### src/rtl/apb_pkg.sv
`default_nettype none

package apb_pkg;

  localparam int APB_ADDR_W = 8;
  localparam int APB_DATA_W = 32;

  // Register map
  localparam logic [APB_ADDR_W-1:0] ADDR_OPA    = 8'h00;
  localparam logic [APB_ADDR_W-1:0] ADDR_OPB    = 8'h04;
  localparam logic [APB_ADDR_W-1:0] ADDR_CTRL   = 8'h08;
  localparam logic [APB_ADDR_W-1:0] ADDR_STATUS = 8'h0C;
  localparam logic [APB_ADDR_W-1:0] ADDR_RESULT = 8'h10;

  // Written to CTRL[1:0]
  typedef enum logic [1:0] {
    CMD_NOP   = 2'd0,
    CMD_START = 2'd1,
    CMD_CLEAR = 2'd2
  } mult_cmd_t;

  localparam int STATUS_BUSY_BIT = 0;
  localparam int STATUS_DONE_BIT = 1;

endpackage

`default_nettype wire

### src/rtl/mult_pkg.sv
`default_nettype none

package mult_pkg;

  localparam int OPERAND_W    = 16;
  localparam int HALF_W       = 8;
  localparam int PROD_W       = 32;
  localparam int HALF_PROD_W  = 16;

  // Cycles from mul_valid to prod_valid
  localparam int PIPE_LATENCY = 2;

  typedef enum logic [1:0] {
    IDLE = 2'd0,
    BUSY = 2'd1,
    DONE = 2'd2
  } mult_state_t;

endpackage

`default_nettype wire

### src/rtl/apb_mult_regs.sv
`timescale 1ns/1ps
`default_nettype none

module apb_mult_regs (
  input  wire                             clk,
  input  wire                             rst_n,
  input  wire                             psel,
  input  wire                             penable,
  input  wire                             pwrite,
  input  wire  [apb_pkg::APB_ADDR_W-1:0]  paddr,
  input  wire  [apb_pkg::APB_DATA_W-1:0]  pwdata,
  output logic [apb_pkg::APB_DATA_W-1:0]  prdata,
  output logic                            pready,
  output logic                            pslverr,
  output logic                            mul_valid,
  output logic [mult_pkg::OPERAND_W-1:0]  opa,
  output logic [mult_pkg::OPERAND_W-1:0]  opb,
  input  wire                             prod_valid,
  input  wire  [mult_pkg::PROD_W-1:0]     prod
);

  import mult_pkg::*;
  import apb_pkg::*;

  mult_state_t       state;
  mult_cmd_t         cmd;
  logic [PROD_W-1:0] result;
  logic              access;
  logic              wr_en;
  logic              addr_hit;

  assign access = psel & penable;
  assign wr_en  = access & pwrite;

  // No wait states
  assign pready = 1'b1;

  always_comb begin
    prdata   = '0;
    addr_hit = 1'b1;
    case (paddr)
      ADDR_OPA:    prdata[OPERAND_W-1:0] = opa;
      ADDR_OPB:    prdata[OPERAND_W-1:0] = opb;
      ADDR_CTRL:   prdata = '0;
      ADDR_STATUS: begin
        prdata[STATUS_BUSY_BIT] = (state == BUSY);
        prdata[STATUS_DONE_BIT] = (state == DONE);
      end
      ADDR_RESULT: prdata = result;
      default:     addr_hit = 1'b0;
    endcase
  end

  assign pslverr = access & ~addr_hit;

  always_comb begin
    cmd = CMD_NOP;
    if (wr_en && paddr == ADDR_CTRL) begin
      cmd = mult_cmd_t'(pwdata[1:0]);
    end
  end

  // Operand registers
  always_ff @(posedge clk) begin
    if (!rst_n) begin
      opa <= '0;
      opb <= '0;
    end else begin
      if (wr_en && paddr == ADDR_OPA) begin
        opa <= pwdata[OPERAND_W-1:0];
      end
      if (wr_en && paddr == ADDR_OPB) begin
        opb <= pwdata[OPERAND_W-1:0];
      end
    end
  end

  // Control FSM, commands during BUSY are dropped
  always_ff @(posedge clk) begin
    if (!rst_n) begin
      state     <= IDLE;
      mul_valid <= 1'b0;
      result    <= '0;
    end else begin
      mul_valid <= 1'b0;
      case (state)
        IDLE, DONE: begin
          if (cmd == CMD_START) begin
            state     <= BUSY;
            mul_valid <= 1'b1;
          end else if (cmd == CMD_CLEAR) begin
            state <= IDLE;
          end
        end
        BUSY: begin
          if (prod_valid) begin
            state <= DONE;
          end
        end
        default: state <= IDLE;
      endcase
      if (prod_valid) begin
        result <= prod;
      end
    end
  end

endmodule

`default_nettype wire

### src/rtl/array_mult8.sv
`timescale 1ns/1ps
`default_nettype none

module array_mult8 (
  input  wire  [mult_pkg::HALF_W-1:0]      a,
  input  wire  [mult_pkg::HALF_W-1:0]      b,
  output logic [mult_pkg::HALF_PROD_W-1:0] p
);

  import mult_pkg::*;

  // Partial products, one row per bit of a
  logic [HALF_W-1:0] pp [HALF_W];
  // Sum and carry vectors left by each reduction row
  logic [HALF_W-1:0] s  [HALF_W];
  logic [HALF_W-2:0] c  [1:HALF_W-1];
  logic              rc;

  always_comb begin
    for (int i = 0; i < HALF_W; i++) begin
      pp[i] = b & {HALF_W{a[i]}};
    end

    s[0] = pp[0];

    // Half adders in the first row
    for (int j = 0; j < HALF_W-1; j++) begin
      s[1][j] = s[0][j+1] ^ pp[1][j];
      c[1][j] = s[0][j+1] & pp[1][j];
    end
    s[1][HALF_W-1] = pp[1][HALF_W-1];

    // Full adders in the remaining rows
    for (int i = 2; i < HALF_W; i++) begin
      for (int j = 0; j < HALF_W-1; j++) begin
        s[i][j] = s[i-1][j+1] ^ c[i-1][j] ^ pp[i][j];
        c[i][j] = (s[i-1][j+1] & c[i-1][j]) |
                  (pp[i][j] & (s[i-1][j+1] ^ c[i-1][j]));
      end
      s[i][HALF_W-1] = pp[i][HALF_W-1];
    end

    // Low byte falls out of the array one bit per row
    for (int i = 0; i < HALF_W; i++) begin
      p[i] = s[i][0];
    end

    // Final ripple row gives the upper byte
    rc = 1'b0;
    for (int j = 0; j < HALF_W-1; j++) begin
      p[HALF_W+j] = c[HALF_W-1][j] ^ s[HALF_W-1][j+1] ^ rc;
      rc = (c[HALF_W-1][j] & s[HALF_W-1][j+1]) |
           (rc & (c[HALF_W-1][j] ^ s[HALF_W-1][j+1]));
    end
    p[HALF_PROD_W-1] = rc;
  end

endmodule

`default_nettype wire

### src/rtl/cla_adder32.sv
`timescale 1ns/1ps
`default_nettype none

module cla_adder32 (
  input  wire  [mult_pkg::PROD_W-1:0] a,
  input  wire  [mult_pkg::PROD_W-1:0] b,
  output logic [mult_pkg::PROD_W-1:0] sum
);

  import mult_pkg::*;

  logic [PROD_W-1:0]   p;
  logic [PROD_W-1:0]   g;
  logic [PROD_W-1:0]   c;
  logic [PROD_W/4-1:0] gp;
  logic [PROD_W/4-1:0] gg;
  logic [PROD_W/4-1:0] gc;

  // Carry into position pos, as a flat sum of products
  function automatic logic lookahead(input logic [PROD_W/4-1:0] gen,
                                     input logic [PROD_W/4-1:0] prop,
                                     input logic                cin,
                                     input int                  pos);
    logic carry;
    logic term;
    carry = cin;
    for (int n = 0; n < pos; n++) begin
      carry = carry & prop[n];
    end
    for (int m = 0; m < pos; m++) begin
      term = gen[m];
      for (int n = m + 1; n < pos; n++) begin
        term = term & prop[n];
      end
      carry = carry | term;
    end
    return carry;
  endfunction

  assign p = a ^ b;
  assign g = a & b;

  always_comb begin
    // Group propagate and generate
    for (int k = 0; k < PROD_W/4; k++) begin
      gp[k] = &p[4*k +: 4];
      gg[k] = lookahead({{(PROD_W/4-4){1'b0}}, g[4*k +: 4]},
                        {{(PROD_W/4-4){1'b0}}, p[4*k +: 4]}, 1'b0, 4);
    end

    // Second level, adder carry-in tied low
    for (int k = 0; k < PROD_W/4; k++) begin
      gc[k] = lookahead(gg, gp, 1'b0, k);
    end

    for (int k = 0; k < PROD_W/4; k++) begin
      for (int j = 0; j < 4; j++) begin
        c[4*k+j] = lookahead({{(PROD_W/4-4){1'b0}}, g[4*k +: 4]},
                             {{(PROD_W/4-4){1'b0}}, p[4*k +: 4]}, gc[k], j);
      end
    end
  end

  assign sum = p ^ c;

endmodule

`default_nettype wire

### src/rtl/mult16_apb.sv
`timescale 1ns/1ps
`default_nettype none

module mult16_apb (
  input  wire                            clk,
  input  wire                            rst_n,
  input  wire                            psel,
  input  wire                            penable,
  input  wire                            pwrite,
  input  wire  [apb_pkg::APB_ADDR_W-1:0] paddr,
  input  wire  [apb_pkg::APB_DATA_W-1:0] pwdata,
  output logic [apb_pkg::APB_DATA_W-1:0] prdata,
  output logic                           pready,
  output logic                           pslverr
);

  import mult_pkg::*;

  logic                 mul_valid;
  logic [OPERAND_W-1:0] opa;
  logic [OPERAND_W-1:0] opb;
  logic                 prod_valid;
  logic [PROD_W-1:0]    prod;

  apb_mult_regs u_regs (
    .clk        (clk),
    .rst_n      (rst_n),
    .psel       (psel),
    .penable    (penable),
    .pwrite     (pwrite),
    .paddr      (paddr),
    .pwdata     (pwdata),
    .prdata     (prdata),
    .pready     (pready),
    .pslverr    (pslverr),
    .mul_valid  (mul_valid),
    .opa        (opa),
    .opb        (opb),
    .prod_valid (prod_valid),
    .prod       (prod)
  );

  mult16_datapath u_datapath (
    .clk        (clk),
    .rst_n      (rst_n),
    .mul_valid  (mul_valid),
    .opa        (opa),
    .opb        (opb),
    .prod_valid (prod_valid),
    .prod       (prod)
  );

endmodule

`default_nettype wire

### src/rtl/mult16_datapath.sv
`timescale 1ns/1ps
`default_nettype none

module mult16_datapath (
  input  wire                            clk,
  input  wire                            rst_n,
  input  wire                            mul_valid,
  input  wire  [mult_pkg::OPERAND_W-1:0] opa,
  input  wire  [mult_pkg::OPERAND_W-1:0] opb,
  output logic                           prod_valid,
  output logic [mult_pkg::PROD_W-1:0]    prod
);

  import mult_pkg::*;

  logic [HALF_PROD_W-1:0]  p_ll;
  logic [HALF_PROD_W-1:0]  p_hl;
  logic [HALF_PROD_W-1:0]  p_lh;
  logic [HALF_PROD_W-1:0]  p_hh;
  logic [HALF_PROD_W-1:0]  q_ll;
  logic [HALF_PROD_W-1:0]  q_hl;
  logic [HALF_PROD_W-1:0]  q_lh;
  logic [HALF_PROD_W-1:0]  q_hh;
  logic [PROD_W-1:0]       llhh;
  logic [PROD_W-1:0]       lh_shifted;
  logic [PROD_W-1:0]       hl_shifted;
  logic [PROD_W-1:0]       llhh_lh;
  logic [PROD_W-1:0]       prod_next;
  logic [PIPE_LATENCY-1:0] valid_q;

  array_mult8 ll (.a(opa[HALF_W-1:0]),         .b(opb[HALF_W-1:0]),         .p(p_ll));
  array_mult8 hl (.a(opa[OPERAND_W-1:HALF_W]), .b(opb[HALF_W-1:0]),         .p(p_hl));
  array_mult8 lh (.a(opa[HALF_W-1:0]),         .b(opb[OPERAND_W-1:HALF_W]), .p(p_lh));
  array_mult8 hh (.a(opa[OPERAND_W-1:HALF_W]), .b(opb[OPERAND_W-1:HALF_W]), .p(p_hh));

  // Stage 1
  always_ff @(posedge clk) begin
    q_ll <= p_ll;
    q_hl <= p_hl;
    q_lh <= p_lh;
    q_hh <= p_hh;
  end

  // Cross terms sit one byte up
  assign llhh       = {q_hh, q_ll};
  assign lh_shifted = {{HALF_W{1'b0}}, q_lh, {HALF_W{1'b0}}};
  assign hl_shifted = {{HALF_W{1'b0}}, q_hl, {HALF_W{1'b0}}};

  cla_adder32 sum_llhh_lh (.a(llhh),    .b(lh_shifted), .sum(llhh_lh));
  cla_adder32 sum_final   (.a(llhh_lh), .b(hl_shifted), .sum(prod_next));

  // Stage 2
  always_ff @(posedge clk) begin
    prod <= prod_next;
  end

  always_ff @(posedge clk) begin
    if (!rst_n) begin
      valid_q <= '0;
    end else begin
      valid_q <= {valid_q[PIPE_LATENCY-2:0], mul_valid};
    end
  end

  assign prod_valid = valid_q[PIPE_LATENCY-1];

endmodule

`default_nettype wire

### config.mk
export PLATFORM = sky130hd
export DESIGN_NAME = mult16_apb
export DESIGN_NICKNAME = d
export VERILOG_FILES = /design/src/rtl/apb_pkg.sv /design/src/rtl/mult_pkg.sv /design/src/rtl/apb_mult_regs.sv /design/src/rtl/array_mult8.sv /design/src/rtl/cla_adder32.sv /design/src/rtl/mult16_apb.sv /design/src/rtl/mult16_datapath.sv
export SDC_FILE = /design/constraint.sdc
export NUM_CORES = 1
export LEC_CHECK = 0
export BUFFER_PORTS_ARGS = -buffer_cell sky130_fd_sc_hd__buf_2
export CAP_MARGIN = 0
export CORE_ASPECT_RATIO = 0.8
export CORE_UTILIZATION = 35
export DETAILED_ROUTE_END_ITERATION = 7
export SYNTH_ARGS = -nofsm -noshare
export SYNTH_HDL_FRONTEND = slang
export SYNTH_SLANG_ARGS = --single-unit
### constraint.sdc
create_clock -name clk -period 13.59 [get_ports clk]
set_input_delay 1.359 -clock clk [delete_from_list [all_inputs] [get_ports clk]]
set_output_delay 1.359 -clock clk [all_outputs]
set_load 0.03 [all_outputs]
# Yosys cells after proc, flatten, opt, wreduce, memory -nomap -nowiden
# Cells that the tools add are included.
# Widths: inputs -> output; s select.
# word_totals
regBits	165
inputBits	45
output_inout_bits	34
wordCells	1466
# classes
eq_ne	10
n_mux	10
bitwise_logic	1414
n_reduce_logical	21
# ops
op	count
$and 1x1->1	593
$xor 1x1->1	416
$or 1x1->1	366
$and 8x8->8	32
$xor 32x24->32	2
$xor 32x32->32	2
$and 31x24->31	2
$reduce_and 4->1	12
$pmux 14 s3	1
$eq 8x4->1 const B	2
$mux 16	1
$eq 8x3->1 const B	1
$eq 8x5->1 const B	1
$logic_not 8->1	1
$mux 2	4
$pmux 2 s4	1
$reduce_or 5->1	1
$eq 2x1->1 const B	2
$eq 2x2->1 const B	2
$pmux 2 s2	1
$reduce_and 2->1	2
$logic_and 1x1->1	3
$ne 3x1->1 const B	1
$logic_not 2->1	1
other kinds (4)	5

# Logic depth before layout (Yosys ltp)
# Gate-level depths: netlist of run 1.
# depth
depth_word	52
depth_mapped	21
depth_no_buf	21

# Hierarchy
# Synthesis of run 1 repeated with hierarchy kept, for this count alone.
# unflattened
cells_unflattened	1345
area_unflattened_um2	13715.7
# modules_own_cells
module	n_inst	cells_per_inst	area_per_inst_um2	seq_area_each_um2
array_mult8 (u_datapath.hh ...)	3	158	1522.7	0.0
apb_mult_regs	1	318	3110.5	1341.3
cla_adder32	2	147	1267.5	0.0
mult16_datapath	1	101	1978.1	1961.9
array_mult8 (u_datapath.ll)	1	158	1524.0	0.0

# Worst setup path before layout of run 1
# OpenSTA, ideal clock, no wires.
# synth_timing
kind	register to register
from	register u_regs.opa[8] (netlist name)
to	register u_datapath.q_hh[14]
setup_time_ns	0.131
arrival_time_ns	6.533
required_time_ns	13.459
path_slack_ns	6.925
path_stages_with_launch	21
path_buffers	1
synth_period_minus_slack_ns	6.665
cell_sequence	dfxtp_1 clkbuf_1 and2_1 ha_1 inv_1 fa_1 inv_1 fa_1 fa_1 fa_1 inv_1 fa_1 inv_1 fa_1 ha_1 fa_1 fa_1 fa_1 fa_1 fa_1 fa_1
# synth_between
elab_chain_len	32
elab_cells_between_ends	241
cone_classes	bitwise: 241
# synth_rtl
item	line	rtl
start: declaration	apb_mult_regs.sv:16	output logic [mult_pkg::OPERAND_W-1:0] opa,
start signal: assignment	apb_mult_regs.sv:70	opa <= pwdata[OPERAND_W-1:0];
$and 8x8->8 (*)	array_mult8.sv:21	pp[i] = b & {HALF_W{a[i]}};
$xor 1x1->1 / $and 1x1->1 (equally long branches)	array_mult8.sv:28, array_mult8.sv:29	
$xor 1x1->1 (on tied branches)	array_mult8.sv:38, array_mult8.sv:36	
$and 1x1->1	array_mult8.sv:38	(pp[i][j] & (s[i-1][j+1] ^ c[i-1][j]));
$or 1x1->1	array_mult8.sv:37	c[i][j] = (s[i-1][j+1] & c[i-1][j]) |
$xor 1x1->1 (on tied branches)	array_mult8.sv:38, array_mult8.sv:36	
$and 1x1->1	array_mult8.sv:38	
$or 1x1->1	array_mult8.sv:37	
[17 not listed]	n/a	
$and 1x1->1	array_mult8.sv:53	(rc & (c[HALF_W-1][j] ^ s[HALF_W-1][j+1]));
$or 1x1->1	array_mult8.sv:52	rc = (c[HALF_W-1][j] & s[HALF_W-1][j+1]) |
$and 1x1->1	array_mult8.sv:53	
$or 1x1->1	array_mult8.sv:52	
$and 1x1->1	array_mult8.sv:53	
$or 1x1->1	array_mult8.sv:52	
$xor 1x1->1 (*)	array_mult8.sv:51	p[HALF_W+j] = c[HALF_W-1][j] ^ s[HALF_W-1][j+1] ^ rc;
net u_datapath.hh.p, one bit	array_mult8.sv:7	output logic [mult_pkg::HALF_PROD_W-1:0] p
end signal: assignment	mult16_datapath.sv:41	q_hh <= p_hh;
end: declaration	mult16_datapath.sv:23	logic [HALF_PROD_W-1:0] q_hh;
# Mark *: on every way through the listed nets, which the timed path passes. The rest lies on a longest branch.
# A chain may end at the register's enable or synchronous reset.

# Final worst setup path of run 1
# layout_timing
from	register u_regs.opb[14] (netlist name)
to	register u_datapath.q_hh[14]
# layout_between
elab_chain_len	29
elab_cells_between_ends	193
cone_classes	bitwise: 193
# layout_rtl
item	line	rtl
start: declaration	apb_mult_regs.sv:17	output logic [mult_pkg::OPERAND_W-1:0] opb,
start signal: assignment	apb_mult_regs.sv:73	opb <= pwdata[OPERAND_W-1:0];
$and 8x8->8	array_mult8.sv:21	
$xor 1x1->1	array_mult8.sv:28	s[1][j] = s[0][j+1] ^ pp[1][j];
$xor 1x1->1	array_mult8.sv:36, array_mult8.sv:38	
$and 1x1->1 / $xor 1x1->1 (equally long branches)	array_mult8.sv:38, array_mult8.sv:36	
$or 1x1->1 / $xor 1x1->1 (equally long branches)	array_mult8.sv:37, array_mult8.sv:36, array_mult8.sv:38	
$xor 1x1->1, or another cell as far along	array_mult8.sv:36, array_mult8.sv:38	
$and 1x1->1, or another cell as far along	array_mult8.sv:38	
$or 1x1->1, or another cell as far along	array_mult8.sv:37	
[14 not listed]	n/a	
$and 1x1->1	array_mult8.sv:53	
$or 1x1->1	array_mult8.sv:52	
$and 1x1->1	array_mult8.sv:53	
$or 1x1->1	array_mult8.sv:52	
$and 1x1->1	array_mult8.sv:53	
$or 1x1->1	array_mult8.sv:52	
$xor 1x1->1 (*)	array_mult8.sv:51	
net u_datapath.hh.p, one bit	array_mult8.sv:7	
# Marks and branches as above.

==> impl_metrics.tcl, run 1 <==
set metrics [dict create \
    status "finished clean" \
    layout.nets 1605 \
    worst_slew_pin_slew_ns 1.14 \
    min_period_ns 7.12 \
    io_pins 79 \
    worstHoldPathType "flip-flop to flip-flop" \
    crit_end "u_datapath.q_hh[14]" \
    drt-total-wl_um 26300 \
    drive_gt1_share_pct 10.9 \
    final.period_utilization_pct 52.4 \
    area_growth_pct 9.99 \
    setup_ws_ns 6.47 \
    drt_iter0_drc 395 \
    ys.flop_type "dfxtp_1" \
    cts_buffers 17 \
    htree_levels 4 \
    area.sequential_sq_um 3300 \
    startpoint_type "flip-flop" \
    cts_tree "built" \
    skew_ns 0.0108 \
    initial_core_util_pct 35.7 \
    r2r_cells 19 \
    post-cts-setup-buffers 0 \
    cap_viol_max_count 0 \
    crit_required_ns 13.91 \
    routedWlPerCell_um 14.9 \
    drc 0 \
    end_kind "flip-flop" \
    cts_buffer_depth 2 \
    syn-num-nets 1573 \
    stdcell_count 1769 \
    sequentialPowerShare_pct 50.1 \
    cts_root_buffer "clkbuf_16" \
    die_h_um 174 \
    chipWidth_um 216 \
    r2r_end "u_datapath.q_hh[14]" \
    cp_max_fo 18 \
    layout_common_cells "fa_1, and2_1, inv_1, dfxtp_1, nand2_1" \
    ir_drop_mv 0.0833 \
    syn-cell-area_sq_um 12900 \
    io_buffers 61 \
    grt_pass1_vias 8341 \
    yosysUniqueCellTypes 47 \
    grt_max_degree 51 \
    rsz0062_at_grt "false" \
    switchingPower_mw 0.233 \
    ant_nets 0 \
    num_vias 8256 \
    crit_arrival_ns 7.44 \
    slew_violations 0 \
    gp_congestion 0.775 \
    grt_first_pass_wirelength_um 43800 \
    grt_usage_pct 14.9 \
    yosysSeqAreaShare_pct 25.7 \
    p_leak_nw 6.87 \
    synth_edf_count 0 \
    max_freq_ghz 0.140 \
    r2r_start "u_regs.opb[14]" \
    preCtsSetupSlack_ns 6.41 \
    syn_avg_cell_area_sq_um 10.4 \
    async_reset_ff_share_pct 0 \
    p_int_mw 0.732 \
    multi_input_area_sq_um 8700 \
    diodes 0 \
    clock_power_share_pct 48.2 \
    hold_viol_final 0 \
    cts_resized 0 \
    coreArea_sq_um 36100 \
    path_clk_slew_ns 0.07 \
    worstSetupPathType "flip-flop to flip-flop" \
    postCtsHoldBufs 0 \
    vias_per_cell 4.67 \
    fin_setup_tns_ns 0 \
    reg2reg_slack_ns 6.47 \
    clock-sinks 165 \
    maxSlewHeadroom_pct 23.7 \
    grt_remaining_overflow 0 \
    synth_seq_cells 165 \
    std_cell_rows 62 \
    first_pass_iters 6 \
    dp_hpwl_um 20500 \
    final_common_cell "fa_1" \
    netSwitchingFraction_pct 24.2 \
    antenna_found_initial 0 \
    critPathLaunch "u_regs.opb[14]" \
    setup_viol 0 \
    powerDensity_nw_per_um2 68.2 \
    clock_latency_ns 0.44 \
    n_fill_cell 3559 \
    syn_inst 1244 \
    place_inst 1737 \
    yosysWarnings 0 \
    dieArea_sq_um 37600 \
    pwr-share-comb_pct 1.7 \
]
[Yosys cell counts, types with 16 or more instances]
library cell | number | share of area [%]
xnor2_1 | 16 | 1.1
inv_1 | 166 | 4.8
fa_1 | 200 | 31
a21oi_1 | 24 | 0.93
nor2b_1 | 33 | 1.6
and2_1 | 199 | 9.7
dfxtp_1 | 165 | 26
nand2_1 | 126 | 3.7
mux2i_1 | 48 | 3.7
ha_1 | 84 | 8.2
clkbuf_1 | 48 | 1.4
[logic make-up (layout without fill, tap and decap cells)]
group                    Yosys count  in the layout  share of synthesized area [%]
AND/OR/NAND/NOR                  418            418                           18.3
other                              1              1                         0.0291
flip-flops                       165            165                           25.7
multiplexers                      48             48                           3.73
buffers and inverters            223            268                           6.84
AO/OA/AOI/OAI                     82             82                           4.62
adder cells (fa/ha/maj)          284            284                           39.3
XOR/XNOR                          23             23                           1.56
[per-stage QoR]
step	cell area (sq um)	power [mW]	util (%)	hold WS, ns
6_report	14200	0.965	39.3	0.327
4_1_cts	14200	0.980	39.3	0.326
2_1_floorplan	12900	0.504	-	0.310
5_1_grt	14200	1.00	39.3	0.338
3_3_place_gp	13600	0.511	37.7	0.310
3_5_place_dp	13600	0.512	37.7	0.312
[sequential cells by signal, indices dropped and copies added, names as in the netlist]
register            flops
u_datapath.prod        32
u_regs.result          32
u_datapath.q_hh        16
u_datapath.q_hl        16
u_datapath.q_lh        16
u_datapath.q_ll        16
u_regs.opa             16
u_regs.opb             16
u_datapath.valid_q      2
u_regs.state            2
u_regs.mul_valid        1
[layer usage]
layer | vias up | track usage [%] | share of wire (%)
met3 | 17 | 2.54 | 3.1
met4 | 0 | 3.29 | 0.96
met2 | 97 | 24.4 | 47
met1 | 4207 | 20.5 | 49
met5 | - | 0 | 0
li1 | 3935 | - | -
[area by class of cell]
| cell class | count | area share, % |
|---|---|---|
| repair buffers | 70 | 2.63 |
| well taps | 480 | 4.24 |
| flip-flops and latches | 165 | 23.3 |
| clock inverters | 14 | 0.919 |
| clock buffers | 18 | 3.03 |
| inverters | 166 | 4.40 |
| multi-input cells | 856 | 61.4 |
[worst max-delay path, cell delays in order, from the launching register on]
cell and delay [ns]:
dfxtp_1 0.86, and2_1 0.22, ha_1 0.12, inv_1 0.05, fa_1 0.52, inv_1 0.05, fa_1 0.50, fa_1 0.51
fa_1 0.55, inv_1 0.06, fa_1 0.53, inv_1 0.05, fa_1 0.42, ha_1 0.22, fa_1 0.38, fa_1 0.38
fa_1 0.38, fa_1 0.38, fa_1 0.38, fa_1 0.43
[power by group through the flow]
stage	clock (mW)	sequential, mW	combinational, mW
CTS	0.480	0.483	0.0172
finish	0.465	0.483	0.0168
detailed placement	0	0.495	0.0171
floorplan	0	0.494	0.00918
global route	0.499	0.483	0.0183
global placement	0	0.495	0.0169
[worst min path at each step]
stage,cells past startpoint,from,end
CTS,0,u_datapath.q_ll[5],u_datapath.prod[5]
detailed placement,0,u_datapath.q_ll[1],u_datapath.prod[1]
finish,0,u_datapath.q_ll[1],u_datapath.prod[1]
global placement,0,u_datapath.q_ll[2],u_datapath.prod[2]
global route,0,u_datapath.q_ll[1],u_datapath.prod[1]
floorplan,0,u_datapath.q_ll[0],u_datapath.prod[0]
Note: power is estimated with default switching activity, not from simulation.
==> inputs of run 2 (changes only) <==
--- a/config.mk
+++ b/config.mk
@@ -5,6 +5,7 @@
 export SDC_FILE = /design/constraint.sdc
 export NUM_CORES = 1
 export LEC_CHECK = 0
+export ABC_AREA = 1
 export BUFFER_PORTS_ARGS = -buffer_cell sky130_fd_sc_hd__buf_2
 export CAP_MARGIN = 0
 export CORE_ASPECT_RATIO = 0.8
==> constraint.sdc (replaced) <==
create_clock -name clk -period 6.55 [get_ports clk]
set_input_delay 0.655 -clock clk [delete_from_list [all_inputs] [get_ports clk]]
set_output_delay 0.655 -clock clk [all_outputs]
set_load 0.03 [all_outputs]
==> run 2 against run 1 <==
Final cell count is 22% higher. Non-clock buffer count grew 60. Clock power up 130%. Critical path depth unchanged. Cell area increased by 6.5%. Total power increased by 120%. Global-route usage is 1.3 points higher. Clock-buffer cell count unchanged. Critical endpoint unchanged. Largest cell class unchanged.
==> impl_metrics.tcl, run 2 <==
set metrics [dict create \
    status "finished clean" \
    num_vias 9614 \
    initial_core_util_pct 35.6 \
    routedWlPerCell_um 13.6 \
    yosysMostFrequentCell "nand2_1" \
    path_clk_slew_ns 0.08 \
    grt_usage_pct 16.2 \
    io_buffers 61 \
    hold_ws_ns 0.329 \
    preCtsSetupSlack_ns -0.198 \
    syn-num-nets 1919 \
    worst_hold_path.endpoint "u_datapath.prod[7]" \
    skew_ns 0.0106 \
    htree_levels 4 \
    synth_seq_cells 165 \
    cts_buffers 17 \
    crit_slowest_cell "fa_2" \
    synth_area_leaders "fa_1, dfxtp_1, nand2_1, inv_1, ha_1" \
    min_period_ns 6.46 \
    crit_arrival_ns 6.78 \
    async_reset_ff_share_pct 0 \
    drt_iter0_drc 608 \
    yosys.area.top_type "fa_1" \
    hold_start "u_datapath.q_ll[7]" \
    chipWidth_um 219 \
    stdcell_count 2150 \
    end_kind "flip-flop" \
    grt_first_pass_wirelength_um 48700 \
    r2r_cells 19 \
    max_freq_ghz 0.155 \
    first_pass_iters 5 \
    final.period_utilization_pct 98.6 \
    cts_tree "built" \
    std_cell_rows 63 \
    slew_violations 0 \
    die_h_um 176 \
    vias_per_cell 4.47 \
    critPathBufInv 4 \
    whs_path_depth 0 \
    ir_drop_mv 0.161 \
    final_util_pct 40.6 \
    syn_inst 1590 \
    layout_common_cells "nand2_1, inv_1, fa_1, dfxtp_1, nor2_1" \
    crit_required_ns 6.87 \
    r2r_end "u_datapath.q_hh[14]" \
    maxSlewHeadroom_pct 36.5 \
    ys.flop_type "dfxtp_1" \
    yosysUniqueCellTypes 37 \
    antenna_found_initial 0 \
    p_total_mw 2.09 \
    critPathLaunch "u_regs.opa[8]" \
    coreArea_sq_um 37100 \
    r2r_start "u_regs.opa[8]" \
    io_pins 79 \
    cp_max_fo 6 \
    yosysSeqAreaShare_pct 25.0 \
    reg2reg_slack_ns 0.09 \
    slowest_delay_ns 0.60 \
    place_inst 2113 \
    diodes 0 \
    grt_remaining_overflow 0 \
    startpoint_type "flip-flop" \
    postCtsHoldBufs 0 \
    path_cells "buf_4 -> nand2_1 -> inv_1 -> ha_1 -> fa_1 -> fa_2 -> fa_2 -> fa_2 -> inv_2 -> fa_2 -> inv_2 -> fa_2 -> ha_4 -> fa_2 -> fa_2 -> fa_2 -> fa_2 -> fa_2 -> fa_1" \
    grt_pass1_vias 9780 \
    gp_congestion 0.882 \
    yosysWarnings 0 \
    cpMostUsedCell "fa_2" \
    setup_viol 0 \
    synth_top_cell_area_share_pct 30.3 \
    ant_nets 0 \
    layout.nets 1979 \
    drc 0 \
    syn_avg_cell_area_sq_um 8.31 \
    area_growth_pct 14.2 \
    cpLargestDelayFamily "adder cells" \
    worst_slew_pin_slew_ns 0.952 \
    powerDensity_nw_per_um2 139 \
    synth_edf_count 0 \
    hold_viol_final 0 \
    grt_max_degree 54 \
    drive_gt1_share_pct 15.0 \
    rsz0062_at_grt "true" \
    dp_hpwl_um 23100 \
    synthTopCellsByCount "nand2_1, inv_1, fa_1" \
    setup_ws_ns 0.0896 \
    clock-sinks 165 \
    worstHoldPathType "flip-flop to flip-flop" \
    worstSetupPathType "flip-flop to flip-flop" \
    dieArea_sq_um 38500 \
    cap_viol_max_count 0 \
    cts_buffer_depth 2 \
    largestRegisters "u_datapath.prod: 32 flops, u_regs.result: 32 flops" \
    final_common_cell "nand2_1" \
    cts_root_buffer "clkbuf_16" \
    n_fill_cell 3693 \
    drt-total-wl_um 29300 \
    syn-cell-area_sq_um 13200 \
    clock_latency_ns 0.44 \
    p_leak_nw 8.67 \
]
-- run 2: changes by cell type in the layout (fill, tap and decap cells not counted), sizes merged, moves of 14 or more --
cell | before | now
a21oi | 24 | 44
a222oi | 14 | 0
and2 | 199 | 1
buf | 70 | 130
inv | 176 | 375
mux2i | 48 | 0
nand2 | 126 | 382
nand3 | 18 | 50
nor2 | 15 | 106
nor2b | 33 | 0
o21ai | 24 | 49
-- run 2: how the worst max path moves through the flow --
| stage | endpoint | slack [ns] | cells past startpoint |
|---|---|---|---|
| after CTS | u_datapath.q_hl[14] | 0.002 | 19 |
| after global routing | u_datapath.q_hh[14] | -0.07 | 19 |
| after floorplan | u_datapath.q_ll[14] | 0.008 | 20 |
| after detailed placement | u_datapath.q_hh[14] | -0.20 | 20 |
| final | u_datapath.q_hh[14] | 0.09 | 19 |
| after global placement | u_datapath.q_lh[14] | -0.15 | 19 |
-- run 2: power by group --
part	switching (mW)	leakage, nW	internal, mW
clock network	0.497	0.300	0.561
registers	0.000336	1.34	0.998
logic	0.0236	7.03	0.0114
total	0.520	8.67	1.57
-- run 2: metal layers --
layer  up-vias  track usage, %  part of all wire (%)
li1       4711               -                     -
met1      4682            22.9                    49
met2       197            25.1                    44
met3        24            3.57                   6.1
met4         0            3.76                   1.2
met5         -               0                     0
-- run 2: cell type report --
type / count / area (sq um) / share of cell area (%)
Timing Repair Buffer: 130 / 860 / 5.70
Clock buffer: 18 / 439 / 2.91
Sequential cell: 165 / 3340 / 22.2
Clock inverter: 14 / 185 / 1.23
Inverter: 371 / 1400 / 9.26
Tap cell: 487 / 609 / 4.04
Multi-Input combinational cell: 965 / 8250 / 54.7
-- run 2: logic make-up (layout without fill, tap and decap cells) --
group | Yosys count | in the layout | share of synthesized area (%)
fa+ha+maj | 284 | 284 | 38.3
xor+xnor | 27 | 27 | 1.79
simple gates | 555 | 555 | 17.6
other cells | 1 | 1 | 0.0284
flops | 165 | 165 | 25.0
compound gates | 98 | 98 | 3.81
buf+inv | 460 | 533 | 13.5
-- run 2: repair_timing --
item / in CTS / in global routing
resized for setup: 26 / 46
endpoints found under the setup margin: 8 / 8
setup buffers: 1 / 4
pin swaps: 6 / 41
-- run 2: stage by stage --
step	instance area, sq um	TNS [ns]
floorplan	13300	0
global placement	14200	-0.774
detailed placement	14200	-1.02
CTS	14900	0
global route	15100	-0.0734
finish	15100	0
